--- src/hw/vend_cfg.svh ---
`ifndef VEND_CFG_SVH
`define VEND_CFG_SVH

// product prices in 100-won units
`define VEND_PRICE_1 10
`define VEND_PRICE_2 12
`define VEND_PRICE_3 15
`define VEND_PRICE_4 18

// stock after reset
`define VEND_INIT_1 9
`define VEND_INIT_2 1
`define VEND_INIT_3 0
`define VEND_INIT_4 4

`define VEND_STOCK_MAX 9
`define VEND_CREDIT_MAX 99

// cycles per piezo step in simulation
`define VEND_NOTE_STEP 4

// bit positions in the one-shot button word
`define VEND_BTN_COIN_10 0
`define VEND_BTN_COIN_5 1
`define VEND_BTN_COIN_1 2
`define VEND_BTN_RETURN 3
`define VEND_BTN_DOWN 4
`define VEND_BTN_ADD 5
`define VEND_BTN_SELECT 7
`define VEND_BTN_BUY 9
`define VEND_BTN_UP 10
`define VEND_BTN_ADMIN 11

`endif

--- src/hw/vend_pkg.sv ---
`default_nettype none

package vend_pkg;

    typedef logic [1:0] prod_idx_t;
    typedef logic [3:0] stock_t;
    // credit in 100-won units
    typedef logic [7:0] money_t;
    typedef logic [3:0] note_code_t;

    ////////////////////////////////////////////////////////////
    // piezo event codes
    ////////////////////////////////////////////////////////////
    localparam note_code_t note_none      = 4'd0;
    localparam note_code_t note_100w      = 4'd1;
    localparam note_code_t note_500w      = 4'd2;
    localparam note_code_t note_1000w     = 4'd3;
    localparam note_code_t note_prod1     = 4'd4;
    localparam note_code_t note_prod2     = 4'd5;
    localparam note_code_t note_prod3     = 4'd6;
    localparam note_code_t note_prod4     = 4'd7;
    localparam note_code_t note_buy_prod1 = 4'd8;
    localparam note_code_t note_buy_prod2 = 4'd9;
    localparam note_code_t note_buy_prod3 = 4'd10;
    localparam note_code_t note_buy_prod4 = 4'd11;
    localparam note_code_t note_warn      = 4'd12;

endpackage

`default_nettype wire

--- src/hw/stock_bus_if.sv ---
`default_nettype none

// APB-style access to the stock table
interface stock_bus_if;
    import vend_pkg::*;

    logic      psel;
    logic      penable;
    logic      pwrite;
    prod_idx_t paddr;
    stock_t    pwdata;
    stock_t    prdata;
    logic      pready;

    modport master (
        output psel, penable, pwrite, paddr, pwdata,
        input  prdata, pready
    );

    modport slave (
        input  psel, penable, pwrite, paddr, pwdata,
        output prdata, pready
    );

endinterface

`default_nettype wire

--- src/hw/note_player.sv ---
`default_nettype none
`include "vend_cfg.svh"

module note_player (
    input  logic                 clk,
    input  logic                 rst,
    input  vend_pkg::note_code_t note_req,
    output vend_pkg::note_code_t note_state,
    output logic [2:0]           note_played
);

    localparam int step_w = $clog2(`VEND_NOTE_STEP + 1);

    logic [step_w-1:0] step_cnt;

    always_ff @(posedge clk) begin
        if (!rst) begin
            note_state  <= '0;
            note_played <= 3'd0;
            step_cnt    <= '0;
        end else if (note_req != '0) begin
            // new event restarts the melody
            note_state  <= note_req;
            note_played <= 3'd1;
            step_cnt    <= '0;
        end else if (note_played != 3'd0) begin
            if (step_cnt == step_w'(`VEND_NOTE_STEP - 1)) begin
                step_cnt <= '0;
                if (note_played == 3'd4) begin
                    note_played <= 3'd0;
                    note_state  <= '0;
                end else begin
                    note_played <= note_played + 3'd1;
                end
            end else begin
                step_cnt <= step_cnt + 1'b1;
            end
        end
    end

endmodule

`default_nettype wire

--- src/hw/restock_unit.sv ---
`default_nettype none
`include "vend_cfg.svh"

module restock_unit (
    input  logic                 clk,
    input  logic                 rst,
    input  logic [11:0]          buttons,
    input  vend_pkg::prod_idx_t  cursor,
    output logic                 admin_mode,
    output vend_pkg::note_code_t note_req,
    stock_bus_if.master          bus
);
    import vend_pkg::*;

    localparam logic [2:0] st_idle      = 3'd0;
    localparam logic [2:0] st_rd_setup  = 3'd1;
    localparam logic [2:0] st_rd_access = 3'd2;
    localparam logic [2:0] st_wr_setup  = 3'd3;
    localparam logic [2:0] st_wr_access = 3'd4;

    logic [2:0] state;
    prod_idx_t  op_idx;
    stock_t     wr_data;

    assign bus.psel    = (state != st_idle);
    assign bus.penable = (state == st_rd_access) || (state == st_wr_access);
    assign bus.pwrite  = (state == st_wr_setup) || (state == st_wr_access);
    assign bus.paddr   = op_idx;
    assign bus.pwdata  = wr_data;

    always_ff @(posedge clk) begin
        if (!rst) begin
            state      <= st_idle;
            admin_mode <= 1'b0;
            note_req   <= note_none;
        end else begin
            note_req <= note_none;
            if (buttons[`VEND_BTN_ADMIN]) admin_mode <= ~admin_mode;
            case (state)
                st_idle: begin
                    // add only counts in admin mode
                    if (buttons[`VEND_BTN_ADD] && admin_mode) begin
                        op_idx <= cursor;
                        state  <= st_rd_setup;
                    end
                end
                st_rd_setup: state <= st_rd_access;
                st_rd_access: begin
                    if (bus.pready) begin
                        if (bus.prdata < stock_t'(`VEND_STOCK_MAX)) begin
                            wr_data <= bus.prdata + 4'd1;
                            state   <= st_wr_setup;
                        end else begin
                            // shelf already full
                            note_req <= note_warn;
                            state    <= st_idle;
                        end
                    end
                end
                st_wr_setup: state <= st_wr_access;
                st_wr_access: if (bus.pready) state <= st_idle;
                default: state <= st_idle;
            endcase
        end
    end

endmodule

`default_nettype wire

--- src/hw/sale_unit.sv ---
`default_nettype none
`include "vend_cfg.svh"

module sale_unit (
    input  logic                 clk,
    input  logic                 rst,
    input  logic [11:0]          buttons,
    output vend_pkg::prod_idx_t  cursor,
    output vend_pkg::money_t     credit,
    output logic [2:0]           selected_item,
    output vend_pkg::note_code_t note_req,
    stock_bus_if.master          bus
);
    import vend_pkg::*;

    localparam logic [2:0] st_idle      = 3'd0;
    localparam logic [2:0] st_rd_setup  = 3'd1;
    localparam logic [2:0] st_rd_access = 3'd2;
    localparam logic [2:0] st_wr_setup  = 3'd3;
    localparam logic [2:0] st_wr_access = 3'd4;

    logic [2:0] state;
    // 1 for a purchase, 0 for a select lookup
    logic       op_buy;
    prod_idx_t  op_idx;
    stock_t     wr_data;
    money_t     op_price;
    money_t     coin_val;
    note_code_t coin_note;
    logic       sel_hit;

    function automatic money_t price_of(prod_idx_t idx);
        case (idx)
            2'd0:    return money_t'(`VEND_PRICE_1);
            2'd1:    return money_t'(`VEND_PRICE_2);
            2'd2:    return money_t'(`VEND_PRICE_3);
            default: return money_t'(`VEND_PRICE_4);
        endcase
    endfunction

    function automatic note_code_t select_note(prod_idx_t idx);
        case (idx)
            2'd0:    return note_prod1;
            2'd1:    return note_prod2;
            2'd2:    return note_prod3;
            default: return note_prod4;
        endcase
    endfunction

    function automatic note_code_t buy_note(prod_idx_t idx);
        case (idx)
            2'd0:    return note_buy_prod1;
            2'd1:    return note_buy_prod2;
            2'd2:    return note_buy_prod3;
            default: return note_buy_prod4;
        endcase
    endfunction

    // largest coin wins if several bits are set
    always_comb begin
        if (buttons[`VEND_BTN_COIN_10]) begin
            coin_val  = 8'd10;
            coin_note = note_1000w;
        end else if (buttons[`VEND_BTN_COIN_5]) begin
            coin_val  = 8'd5;
            coin_note = note_500w;
        end else if (buttons[`VEND_BTN_COIN_1]) begin
            coin_val  = 8'd1;
            coin_note = note_100w;
        end else begin
            coin_val  = 8'd0;
            coin_note = note_none;
        end
    end

    assign op_price = price_of(op_idx);
    // select pressed again on the product already chosen
    assign sel_hit  = (selected_item != 3'd0) && (({1'b0, cursor} + 3'd1) == selected_item);

    assign bus.psel    = (state != st_idle);
    assign bus.penable = (state == st_rd_access) || (state == st_wr_access);
    assign bus.pwrite  = (state == st_wr_setup) || (state == st_wr_access);
    assign bus.paddr   = op_idx;
    assign bus.pwdata  = wr_data;

    ////////////////////////////////////////////////////////////
    // button handling and stock transfers
    ////////////////////////////////////////////////////////////
    always_ff @(posedge clk) begin
        if (!rst) begin
            state         <= st_idle;
            cursor        <= '0;
            credit        <= '0;
            selected_item <= '0;
            note_req      <= note_none;
        end else begin
            note_req <= note_none;
            case (state)
                st_idle: begin
                    if (buttons[`VEND_BTN_UP] || buttons[`VEND_BTN_DOWN]) begin
                        if (buttons[`VEND_BTN_UP]) begin
                            if (cursor != 2'd0) cursor <= cursor - 2'd1;
                        end else if (cursor != 2'd3) begin
                            cursor <= cursor + 2'd1;
                        end
                    end else if (buttons[`VEND_BTN_SELECT]) begin
                        if (sel_hit) begin
                            selected_item <= '0;
                        end else begin
                            op_buy <= 1'b0;
                            op_idx <= cursor;
                            state  <= st_rd_setup;
                        end
                    end else if (coin_val != '0) begin
                        if (credit + coin_val <= money_t'(`VEND_CREDIT_MAX)) begin
                            credit   <= credit + coin_val;
                            note_req <= coin_note;
                        end
                    end else if (buttons[`VEND_BTN_BUY]) begin
                        // nothing to buy without a selection
                        if (selected_item != 3'd0) begin
                            op_buy <= 1'b1;
                            op_idx <= prod_idx_t'(selected_item - 3'd1);
                            state  <= st_rd_setup;
                        end
                    end else if (buttons[`VEND_BTN_RETURN]) begin
                        credit <= '0;
                    end
                end
                st_rd_setup: state <= st_rd_access;
                st_rd_access: begin
                    if (bus.pready) begin
                        if (!op_buy) begin
                            if (bus.prdata != '0) begin
                                selected_item <= {1'b0, op_idx} + 3'd1;
                                note_req      <= select_note(op_idx);
                            end
                            state <= st_idle;
                        end else if (bus.prdata != '0 && credit >= op_price) begin
                            wr_data <= bus.prdata - 4'd1;
                            state   <= st_wr_setup;
                        end else begin
                            // sold out or short of credit
                            note_req      <= note_warn;
                            selected_item <= '0;
                            state         <= st_idle;
                        end
                    end
                end
                st_wr_setup: state <= st_wr_access;
                st_wr_access: begin
                    if (bus.pready) begin
                        credit        <= credit - op_price;
                        note_req      <= buy_note(op_idx);
                        selected_item <= '0;
                        state         <= st_idle;
                    end
                end
                default: state <= st_idle;
            endcase
        end
    end

endmodule

`default_nettype wire

--- src/hw/stock_arbiter.sv ---
`default_nettype none

module stock_arbiter (
    input  logic        clk,
    input  logic        rst,
    stock_bus_if.slave  m0,
    stock_bus_if.slave  m1,
    stock_bus_if.master s
);

    // grant is held for a whole transfer and m0 wins ties
    logic gnt_valid;
    logic gnt_m1;
    // slave side is past its setup cycle
    logic s_access;

    always_ff @(posedge clk) begin
        if (!rst) begin
            gnt_valid <= 1'b0;
            gnt_m1    <= 1'b0;
            s_access  <= 1'b0;
        end else if (!gnt_valid) begin
            if (m0.psel) begin
                gnt_valid <= 1'b1;
                gnt_m1    <= 1'b0;
            end else if (m1.psel) begin
                gnt_valid <= 1'b1;
                gnt_m1    <= 1'b1;
            end
        end else if (!s_access) begin
            s_access <= 1'b1;
        end else if (s.pready) begin
            gnt_valid <= 1'b0;
            s_access  <= 1'b0;
        end
    end

    ////////////////////////////////////////////////////////////
    // request path towards the table
    ////////////////////////////////////////////////////////////
    assign s.psel    = gnt_valid && (gnt_m1 ? m1.psel : m0.psel);
    assign s.penable = s_access;
    assign s.pwrite  = gnt_m1 ? m1.pwrite : m0.pwrite;
    assign s.paddr   = gnt_m1 ? m1.paddr : m0.paddr;
    assign s.pwdata  = gnt_m1 ? m1.pwdata : m0.pwdata;

    ////////////////////////////////////////////////////////////
    // response path back to the masters
    ////////////////////////////////////////////////////////////
    assign m0.prdata = s.prdata;
    assign m1.prdata = s.prdata;
    // ungranted master stays stalled
    assign m0.pready = gnt_valid && !gnt_m1 && s_access && s.pready;
    assign m1.pready = gnt_valid && gnt_m1 && s_access && s.pready;

endmodule

`default_nettype wire

--- src/hw/stock_table.sv ---
`default_nettype none
`include "vend_cfg.svh"

module stock_table (
    input  logic                clk,
    input  logic                rst,
    input  vend_pkg::prod_idx_t cursor,
    output vend_pkg::stock_t    count_at_cursor,
    stock_bus_if.slave          bus
);
    import vend_pkg::*;

    stock_t cnt [4];

    // zero wait states
    assign bus.pready = bus.psel && bus.penable;
    assign bus.prdata = cnt[bus.paddr];

    always_ff @(posedge clk) begin
        if (!rst) begin
            cnt[0]          <= stock_t'(`VEND_INIT_1);
            cnt[1]          <= stock_t'(`VEND_INIT_2);
            cnt[2]          <= stock_t'(`VEND_INIT_3);
            cnt[3]          <= stock_t'(`VEND_INIT_4);
            count_at_cursor <= stock_t'(`VEND_INIT_1);
        end else begin
            if (bus.psel && bus.penable && bus.pwrite) begin
                cnt[bus.paddr] <= bus.pwdata;
            end
            // view lags a write by one cycle
            count_at_cursor <= cnt[cursor];
        end
    end

endmodule

`default_nettype wire

--- src/hw/vend_top.sv ---
`default_nettype none

module vend_top (
    input  logic                 clk,
    input  logic                 rst,
    input  logic [11:0]          button_sw_oneshot,
    output vend_pkg::money_t     display_money,
    output vend_pkg::note_code_t note_state,
    output logic [2:0]           note_played,
    output vend_pkg::stock_t     prod_count_current,
    output logic [2:0]           selected_item,
    output logic                 admin_mode
);
    import vend_pkg::*;

    prod_idx_t  cursor;
    note_code_t sale_note;
    note_code_t restock_note;
    note_code_t note_req;

    stock_bus_if sale_bus ();
    stock_bus_if restock_bus ();
    stock_bus_if table_bus ();

    sale_unit u_sale (
        .clk           (clk),
        .rst           (rst),
        .buttons       (button_sw_oneshot),
        .cursor        (cursor),
        .credit        (display_money),
        .selected_item (selected_item),
        .note_req      (sale_note),
        .bus           (sale_bus.master)
    );

    restock_unit u_restock (
        .clk        (clk),
        .rst        (rst),
        .buttons    (button_sw_oneshot),
        .cursor     (cursor),
        .admin_mode (admin_mode),
        .note_req   (restock_note),
        .bus        (restock_bus.master)
    );

    stock_arbiter u_arb (
        .clk (clk),
        .rst (rst),
        .m0  (sale_bus.slave),
        .m1  (restock_bus.slave),
        .s   (table_bus.master)
    );

    stock_table u_table (
        .clk             (clk),
        .rst             (rst),
        .cursor          (cursor),
        .count_at_cursor (prod_count_current),
        .bus             (table_bus.slave)
    );

    // sale events take the piezo first
    assign note_req = (sale_note != note_none) ? sale_note : restock_note;

    note_player u_note (
        .clk         (clk),
        .rst         (rst),
        .note_req    (note_req),
        .note_state  (note_state),
        .note_played (note_played)
    );

endmodule

`default_nettype wire
--- config.mk ---
export PLATFORM = sky130hd
export DESIGN_NAME = vend_top
export DESIGN_NICKNAME = d
export VERILOG_FILES = /design/src/hw/vend_pkg.sv /design/src/hw/stock_bus_if.sv /design/src/hw/note_player.sv /design/src/hw/restock_unit.sv /design/src/hw/sale_unit.sv /design/src/hw/stock_arbiter.sv /design/src/hw/stock_table.sv /design/src/hw/vend_top.sv
export VERILOG_INCLUDE_DIRS = /design/src /design/src/hw
export SDC_FILE = /design/constraint.sdc
export NUM_CORES = 1
export LEC_CHECK = 0
export ABC_AREA = 1
export CORE_ASPECT_RATIO = 1.1
export CORE_UTILIZATION = 58
export CTS_CLUSTER_SIZE = 24
export DETAILED_ROUTE_END_ITERATION = 16
export DONT_BUFFER_PORTS = 1
export PLACE_DENSITY = 0.79
export SYNTH_ARGS = -nofsm -noshare
export SYNTH_HDL_FRONTEND = slang
export SYNTH_SLANG_ARGS = --single-unit
--- constraint.sdc ---
create_clock -name clk -period 2.45 [get_ports clk]
set_input_delay 0.3675 -clock clk [delete_from_list [all_inputs] [get_ports clk]]
set_output_delay 0.3675 -clock clk [all_outputs]
set_load 0.05 [all_outputs]
==> results of run 1 <==
[worst max-delay path: cells and delay by family, from the launching register on]
| kind | cells | cell delay [ns] |
|---|---|---|
| buffers and inverters | 4 | 0.49 |
| adders and majority gates | 1 | 0.19 |
| DFF | 1 | 0.44 |
| and+or+nand+nor | 5 | 0.54 |
| AOI/OAI and AO/OA | 2 | 0.42 |
[registers in the layout, indices dropped and copies added, names as in the netlist, 4 cells and up]
signal                   count
u_sale.note_req              4
u_table.cnt                 16
u_table.count_at_cursor      4
u_sale.bus.pwdata            4
u_restock.bus.pwdata         4
u_note.note_state            4
u_sale.credit                8
[power by group through the flow]
| stage | clock [mW] | combinational (mW) | sequential (mW) |
|---|---|---|---|
| floorplan | 0 | 1.04 | 1.65 |
| finish | 0.838 | 1.50 | 1.58 |
| global route | 0.899 | 1.67 | 1.60 |
| CTS | 0.852 | 1.43 | 1.57 |
| detailed placement | 0 | 1.42 | 1.60 |
| global placement | 0 | 1.38 | 1.59 |
[logic make-up (layout without fill, tap and decap cells)]
| logic type | count (synthesis) | in the layout | synth area share [%] |
|---|---|---|---|
| compound gates | 86 | 86 | 11.2 |
| xor+xnor | 11 | 11 | 2.21 |
| fa+ha+maj | 24 | 24 | 7.24 |
| buf+inv | 85 | 124 | 8.36 |
| flops | 71 | 71 | 39.3 |
| mux | 5 | 5 | 1.15 |
| simple gates | 290 | 290 | 30.6 |
[area by class of cell]
| cell class | instances | area [um^2] | share of cell area (%) |
|---|---|---|---|
| clock inverters | 7 | 47.5 | 0.974 |
| repair buffers | 35 | 267 | 5.46 |
| well taps | 85 | 106 | 2.18 |
| flip-flops and latches | 71 | 1710 | 35.1 |
| inverters | 73 | 274 | 5.61 |
| clock buffers | 9 | 124 | 2.54 |
| multi-input cells | 416 | 2350 | 48.2 |
[worst paths after layout]
kind	start	cells past startpoint	endpoint
min reg2reg	u_note.step_cnt[2]	2	u_note.step_cnt[2]
min	rst	1	u_table.count_at_cursor[0]
max	u_sale.bus.paddr[0]	12	u_sale.bus.pwdata[3]
max reg2reg	u_sale.bus.paddr[0]	12	u_sale.bus.pwdata[3]
[layer usage]
layer	track usage, %	vias to the layer above	routed length (um)
met5	0	-	0
met4	12.6	0	310
met3	5.26	30	643
met2	43.0	165	4640
met1	33.6	1758	4310
li1	-	1948	-
[stage by stage]
| step | setup TNS (ns) | setup slack [ns] | util (%) | instances |
|---|---|---|---|---|
| 2_1_floorplan | 0 | 0.114 | - | 572 |
| 3_3_place_gp | 0 | 0.00751 | 64.7 | 676 |
| 3_5_place_dp | -0.350 | -0.0835 | 64.7 | 676 |
| 4_1_cts | 0 | 0.0163 | 67.3 | 693 |
| 5_1_grt | -0.110 | -0.0282 | 68.5 | 696 |
| 6_report | 0 | 0.0930 | 68.5 | 696 |
[layout by cell type, fill, tap and decap left out, types with 6 or more instances in the layout]
master,netlist,routed
nand4_1,7,7
edfxtp_1,29,29
nor2_1,73,72
nand3_1,39,39
nor3_1,13,11
nand2_1,124,121
buf_4,2,34
xnor2_1,6,6
a21oi_1,36,36
nand2_2,11,14
dfxtp_1,42,41
ha_1,22,19
clkbuf_8,0,9
inv_2,3,7
o21ai_0,32,31
inv_1,70,66
[what timing repair did]
item,in CTS,in global routing
buffers inserted,1,3
setup endpoints to repair,10,13
resized for setup,3,17
cloned,0,0
pin swaps,0,4
endpoints found under the hold margin,0,0
==> impl_metrics.yaml, run 1 <==
run_status:
  outcome: "complete, but fails checks"
  violations: "design-rule violations"
route:
  routed_wl_mm: 9.90
  vias: 3901
  drt_iter0_markers: 250
  antenna_left: 0
  routedWlPerCell_um: 14.2
  dr.pass1.iters: 11
  via_per_inst: 5.60
  drc: 1
logic_synthesis:
  synth_cells: 572
  yosysTopAreaCell: "edfxtp_1"
  synth.area.top_cells: "edfxtp_1 (20%), dfxtp_1 (19%), nand2_1 (11%)"
  synth-edff-count: 29
  yosysUniqueCellTypes: 37
  syn_avg_cell_area_um2: 7.62
  synth_common_cells: "nand2_1 (124), nor2_1 (73), inv_1 (70), dfxtp_1 (42), nand3_1 (39)"
  yosysWarningCount: 0
  ys.flop_type: "dfxtp_1"
  synthesis.nets: 610
  synth_top_area_share_pct: 20.0
  synth.most_common_cell: "nand2_1"
  ys_ff_latch: 71
  yosysSeqAreaShare_pct: 39.3
  async_flop_share_pct: 0
  synth_area_mm2: 0.00436
floorplanning:
  chipHeight_um: 92.9
  num_rows: 32
  die_w_um: 84.6
  initial_utilization_pct: 61.1
  num_io_pins: 37
  die_area_mm2: 0.00786
  core_mm2: 0.00713
pwr:
  p_int_mw: 2.28
  fin_total_pwr_mw: 3.92
  p_seq_share_pct: 40.3
  power_density_mw_per_mm2: 802
  leakage_nw: 2.17
  pwr-share-comb_pct: 38.3
  switchingPower_mw: 1.63
  switching_share_pct: 41.6
  vdd_drop_max_v: 0.000529
  p_clk_share_pct: 21.4
timing:
  finClkSkew_ns: 0.0166
  final_max_slew_viol_count: 0
  hold_violations: 0
  max_freq_ghz: 0.424
  hold_slack_ns: 0.112
  period_share_pct: 96.2
  tightest_slew_ns: 0.543
  fin_crit_ns: 2.36
  slew_headroom_pct: 63.8
  setup_viol: 0
final_layout:
  drive_above_1_share_pct: 16.7
  fin_area_mm2: 0.00488
  n_antenna_cell: 0
  nets: 644
  n_fill_cell: 580
  synthToLayoutAreaGrowth_pct: 12.1
clock_tree:
  h-tree-depth: 3
  numCtsBuffers: 9
  cts-root-buf: "clkbuf_8"
  cts_tree: "yes"
  clock_latency_ns: 0.36
  postCtsHoldBufs: 0
  clkSinkCount: 71
  cts_buffer_depth: 2
  clk_pin_slew_ns: 0.08
placed_design:
  hpwl_mm: 7.37
  placed_area_mm2: 0.00461
  gp_congestion: 0.926
  port_buffers: 0
setup_path:
  crit_required_ns: 2.53
  cp_cell_sequence: "buf_4, nand2_4, nand2_2, o21ai_2, inv_1, a32oi_2, inv_2, ha_4, nand3_4, nand2_4, nor3_4, buf_6"
  critPathLaunchType: "flip-flop"
  path_class: "reg -> reg"
  crit_fanout: 9
  crit_path_frequent_cell: "nand2_4"
  crit_slowest_cell: "edfxtp_1"
  end_kind: "flip-flop"
  r2r_slack_ns: 0.09
  critPathMaxStageDelay_ns: 0.44
  crit_arrival_ns: 2.44
job:
  maxCapViolCount: 0
global_route:
  grt_overflow: 0
  grt_pass1_vias: 3628
  grt_max_degree: 23
  track_usage_pct: 26.4
  grt_first_pass_wirelength_mm: 16.2
  antenna_found_initial: 0
hold_path:
  worst_hold_path_type: "in -> reg"
(Power assumes the default switching activity.)
==> run 2, diff against run 1 <==
--- a/config.mk
+++ b/config.mk
@@ -8,11 +8,11 @@
 export LEC_CHECK = 0
 export ABC_AREA = 1
 export CORE_ASPECT_RATIO = 1.1
-export CORE_UTILIZATION = 58
+export CORE_UTILIZATION = 53
 export CTS_CLUSTER_SIZE = 24
 export DETAILED_ROUTE_END_ITERATION = 16
 export DONT_BUFFER_PORTS = 1
-export PLACE_DENSITY = 0.79
+export PLACE_DENSITY = 0.74
 export SYNTH_ARGS = -nofsm -noshare
 export SYNTH_HDL_FRONTEND = slang
 export SYNTH_SLANG_ARGS = --single-unit
==> impl_metrics.yaml, run 2 (synthesis results as in run 1) <==
final_layout:
  largest_register: "u_table.cnt"
  nets: 643
  drive_above_1_share_pct: 16.2
  n_fill_cell: 726
  synthToLayoutAreaGrowth_pct: 13.1
  final_common_cell: "nand2_1"
  n_antenna_cell: 0
  final_cell_mix: "nand2_1 (122), nor2_1 (73), inv_1 (67)"
  largest_reg_flops: 16
  fin_cells: 718
  seqCellArea_mm2: 0.00171
  top_regs: "u_table.cnt (16), u_sale.credit (8)"
  fin_area_mm2: 0.00493
  multi_input_area_mm2: 0.00233
floorplanning:
  num_rows: 34
  initial_utilization_pct: 54.8
  die_area_mm2: 0.00859
  die_w_um: 88.4
  chipHeight_um: 97.1
  core_mm2: 0.00796
  num_io_pins: 37
route:
  routedWlPerCell_um: 14.2
  routed_wl_mm: 10.2
  drc: 0
  dr.pass1.iters: 4
  vias: 3841
  drt_iter0_markers: 261
  antenna_left: 0
  via_per_inst: 5.35
timing:
  fin_tns_setup_ns: 0
  slew_headroom_pct: 62.8
  finClkSkew_ns: 0.00526
  final_max_slew_viol_count: 0
  max_freq_ghz: 0.431
  setup_viol: 0
  period_share_pct: 94.8
  fin_crit_ns: 2.32
  tightest_slew_ns: 0.542
  hold_violations: 0
clock_tree:
  cts_buffer_depth: 2
  cts_tree: "yes"
  numCtsBuffers: 9
  cts-root-buf: "clkbuf_8"
  clkSinkCount: 71
  h-tree-depth: 3
  clock_latency_ns: 0.36
  clk_pin_slew_ns: 0.08
setup_path:
  end_kind: "flip-flop"
  cp_cell_sequence: "buf_4, buf_4, ha_2, fa_2, nand2_1, nand2_2, nand2_1, nand2_1, nand2_1, nand2_2, nand2_4, nand2_4, nand3_4, nand3_1, a21oi_1"
  path_class: "reg -> reg"
  crit_required_ns: 2.74
  critPathMaxStageDelay_ns: 0.45
  crit_fanout: 5
  crit_arrival_ns: 2.61
  crit_slowest_cell: "edfxtp_1"
  crit_path_frequent_cell: "nand2_1"
  critPathLaunchType: "flip-flop"
global_route:
  grt.busiest_layer: "met2"
  grt_pass1_vias: 3711
  met1_usage_pct: 31.0
  met3_usage_pct: 4.84
  antenna_found_initial: 0
  grt_first_pass_wirelength_mm: 16.8
  met2_usage_pct: 44.0
  track_usage_pct: 25.5
  grt_max_degree: 23
  grt_overflow: 0
placed_design:
  hpwl_mm: 7.58
  place_inst: 698
  gp_congestion: 0.903
  placed_area_mm2: 0.00463
  port_buffers: 0
pwr:
  vdd_drop_max_v: 0.000402
  leakage_nw: 2.18
  power_density_mw_per_mm2: 836
hold_path:
  worst_hold_path_type: "in -> reg"
job:
  maxCapViolCount: 0
run_status:
  outcome: "finished, final reports clean"
## run 2: layout make-up
class	instances	share of cell area (%)
inverter	73	5.56
clock inverter	7	1.91
clock buffer	9	2.51
multi-input combinational	416	47.3
sequential	71	34.8
tap	108	2.74
timing repair buffer	34	5.18
## run 2: path summary, 6_finish.rpt
kind	start	to	slack (ns)	cells after the start
max reg2reg	u_sale.bus.paddr[0]	u_sale.selected_item[1]	0.13	15
max	u_sale.bus.paddr[0]	u_sale.selected_item[1]	0.13	15
min	rst	u_sale.credit[2]	0.13	2
min reg2reg	u_note.step_cnt[2]	u_note.step_cnt[2]	0.46	2
## run 2: metrics by stage
step | utilization (%) | total power [mW] | setup WS (ns) | hold slack [ns]
after global routing | 61.9 | 4.38 | -0.0315 | 0.128
after detailed placement | 58.2 | 3.04 | 0.00493 | 0.449
after floorplan | - | 2.69 | 0.114 | 0.435
after global placement | 58.2 | 2.99 | 0.0697 | 0.449
final | 61.9 | 4.12 | 0.127 | 0.133
after CTS | 61.1 | 4.09 | 0.0251 | 0.124
## run 2: what timing repair did
item / 4_1_cts / 5_1_grt
pin swaps: 0 / 3
setup endpoints to repair: 4 / 24
gates resized for setup: 0 / 18
setup buffers: 1 / 3
endpoints found under the hold margin: 0 / 0
hold buffers: 0 / 0
## run 2: where the power goes
group          switching (mW)  internal (mW)
Clock                   0.478          0.575
Sequential              0.199           1.37
Combinational           0.965          0.529
## run 2: worst max-delay path: cells and delay by family, from the launching register on
kind / cells / cell delay, ns
simple gates: 10 / 0.80
fa+ha+maj: 2 / 0.55
flops: 1 / 0.45
buf+inv: 2 / 0.28
compound gates: 1 / 0.17
## run 2: metal layers
| metal | up-vias | wire [um] | part of all wire [%] |
|---|---|---|---|
| li1 | 1941 | - | - |
| met2 | 95 | 5270 | 51 |
| met5 | - | 0 | 0 |
| met1 | 1786 | 4310 | 42 |
| met4 | 0 | 235 | 2.3 |
| met3 | 19 | 415 | 4.1 |
==> run 3, diff against run 2 <==
--- a/config.mk
+++ b/config.mk
@@ -7,7 +7,7 @@
 export NUM_CORES = 1
 export LEC_CHECK = 0
 export ABC_AREA = 1
-export CORE_ASPECT_RATIO = 1.1
+export CORE_ASPECT_RATIO = 1.5
 export CORE_UTILIZATION = 53
 export CTS_CLUSTER_SIZE = 24
 export DETAILED_ROUTE_END_ITERATION = 16
==> impl_metrics.yaml, run 3 (synthesis results as in run 1) <==
clock_tree:
  numCtsBuffers: 9
  clkSinkCount: 71
  clock_latency_ns: 0.33
  postCtsHoldBufs: 0
  cts-root-buf: "clkbuf_16"
  clk_pin_slew_ns: 0.05
  cts_tree: "yes"
  cts_buffer_depth: 2
  h-tree-depth: 3
floorplanning:
  die_w_um: 76.0
  chipHeight_um: 113
  num_rows: 40
  die_area_mm2: 0.00859
  core_mm2: 0.00801
  initial_utilization_pct: 54.4
  num_io_pins: 37
placed_design:
  gp_congestion: 0.902
  place_inst: 699
  hpwl_mm: 8.09
  port_buffers: 0
global_route:
  grt_overflow: 0
  grt_first_pass_wirelength_mm: 17.0
  grt_pass1_vias: 3813
  grt_max_degree: 23
  track_usage_pct: 25.4
  antenna_found_initial: 0
timing:
  hold_slack_ns: 0.150
  slew_headroom_pct: 55.0
  hold_violations: 0
  period_share_pct: 97.5
  finClkSkew_ns: 0.00617
  max_freq_ghz: 0.418
  tightest_slew_ns: 0.675
  final_max_slew_viol_count: 0
  fin_crit_ns: 2.39
  setup_viol: 0
setup_path:
  r2r_slack_ns: 0.06
  end_kind: "flip-flop"
  crit_arrival_ns: 2.64
  crit_slowest_cell: "edfxtp_1"
  crit_required_ns: 2.70
  cp_cell_sequence: "inv_2, ha_4, ha_2, inv_2, fa_2, nand2_2, nand2_4, nand2_2, nand2_1, nand2_1, nand2_2, nand2_4, nand2_4, nand3_4, nand3_1, a21oi_1"
  critPathLaunchType: "flip-flop"
  r2r_end: "u_sale.selected_item[1]"
  reg2regPathDepth: 16
  path_class: "reg -> reg"
  critPathMaxStageDelay_ns: 0.47
  crit-reg2reg-launch: "u_sale.bus.paddr[0]"
  crit_fanout: 5
final_layout:
  final_cell_mix: "nand2_1 (119), nor2_1 (73), inv_1 (67)"
  top_regs: "u_table.cnt (16), u_sale.credit (8)"
  synthToLayoutAreaGrowth_pct: 16.5
  final_common_cell: "nand2_1"
  utilization_pct: 63.4
  largest_reg_flops: 16
  drive_above_1_share_pct: 17.6
  seqCellArea_mm2: 0.00171
  nets: 649
  n_fill_cell: 705
  n_antenna_cell: 0
  multi_input_area_mm2: 0.00236
  largest_register: "u_table.cnt"
  fin_cells: 720
hold_path:
  min_from: "rst"
  worst_hold_path_type: "in -> reg"
  min_to: "u_table.count_at_cursor[3]"
  holdPathStages: 1
job:
  maxCapViolCount: 0
route:
  antenna_left: 0
  via_per_inst: 5.48
  vias: 3948
  routedWlPerCell_um: 15.2
  dr.pass1.iters: 4
  routed_wl_mm: 10.9
  drt_iter0_markers: 207
  drc: 0
run_status:
  outcome: "finished, final reports clean"
pwr:
  power_density_mw_per_mm2: 869
  vdd_drop_max_v: 0.000569
  leakage_nw: 2.26
[run 3: cell count changes in the layout (fill, tap and decap cells not counted), sizes merged]
cell / change
inv: -2
clkbuf: +4
bufinv: -2
buf: +6
clkinvlp: -1
[run 3: timing repair]
item	4_1_cts	5_1_grt
resized for setup	5	20
endpoints found under the setup margin	10	13
pin swaps	0	4
setup buffers	0	6
[run 3: worst max-delay path, delay by kind of cell, from the launching register on]
family / cells / cell delay (ns)
and+or+nand+nor: 10 / 0.78
adders and majority gates: 3 / 0.68
DFF: 1 / 0.47
buffers and inverters: 2 / 0.19
AOI/OAI and AO/OA: 1 / 0.17
[run 3: cell type report]
cell class              count  area share [%]
multi-input cells         416            46.5
flip-flops and latches     71            33.8
clock buffers              13            5.55
repair buffers             40            5.92
inverters                  73            5.40
clock inverters             2           0.271
well taps                 105            2.59
[run 3: how the worst max path moves through the flow]
stage | startpoint | end | slack (ns)
2_1_floorplan | u_sale.bus.paddr[0] | u_sale.bus.pwdata[0] | 0.11
3_3_place_gp | u_sale.bus.paddr[0] | u_sale.bus.pwdata[1] | 0.05
3_5_place_dp | u_sale.bus.paddr[0] | u_sale.bus.pwdata[0] | -0.03
4_1_cts | u_sale.bus.paddr[0] | u_sale.selected_item[1] | 0.02
5_1_grt | u_sale.bus.paddr[0] | u_sale.selected_item[1] | -0.04
6_report | u_sale.bus.paddr[0] | u_sale.selected_item[1] | 0.06
[run 3: routing by layer]
metal  vias up  part of all wire [%]  global-route usage, %
li1       1950                     -                      -
met2       105                    56                   49.9
met1      1866                    37                   24.4
met4         0                   3.3                   14.5
met5         -                     0                      0
met3        27                   3.9                   4.84
[run 3: power by group]
group	switching, mW	internal, mW
Sequential	0.176	1.37
Clock	0.468	0.796
Combinational	1.02	0.575
Total	1.67	2.75
[run 3: through the flow]
| step | power (mW) | setup WS, ns | TNS (ns) | cell area (um^2) |
|---|---|---|---|---|
| 2_1_floorplan | 2.69 | 0.114 | 0 | 4360 |
| 3_3_place_gp | 3.00 | 0.0506 | 0 | 4660 |
| 3_5_place_dp | 3.05 | -0.0334 | -0.187 | 4660 |
| 4_1_cts | 4.33 | 0.0188 | 0 | 4960 |
| 5_1_grt | 4.65 | -0.0392 | -0.170 | 5070 |
| 6_report | 4.41 | 0.0605 | 0 | 5070 |
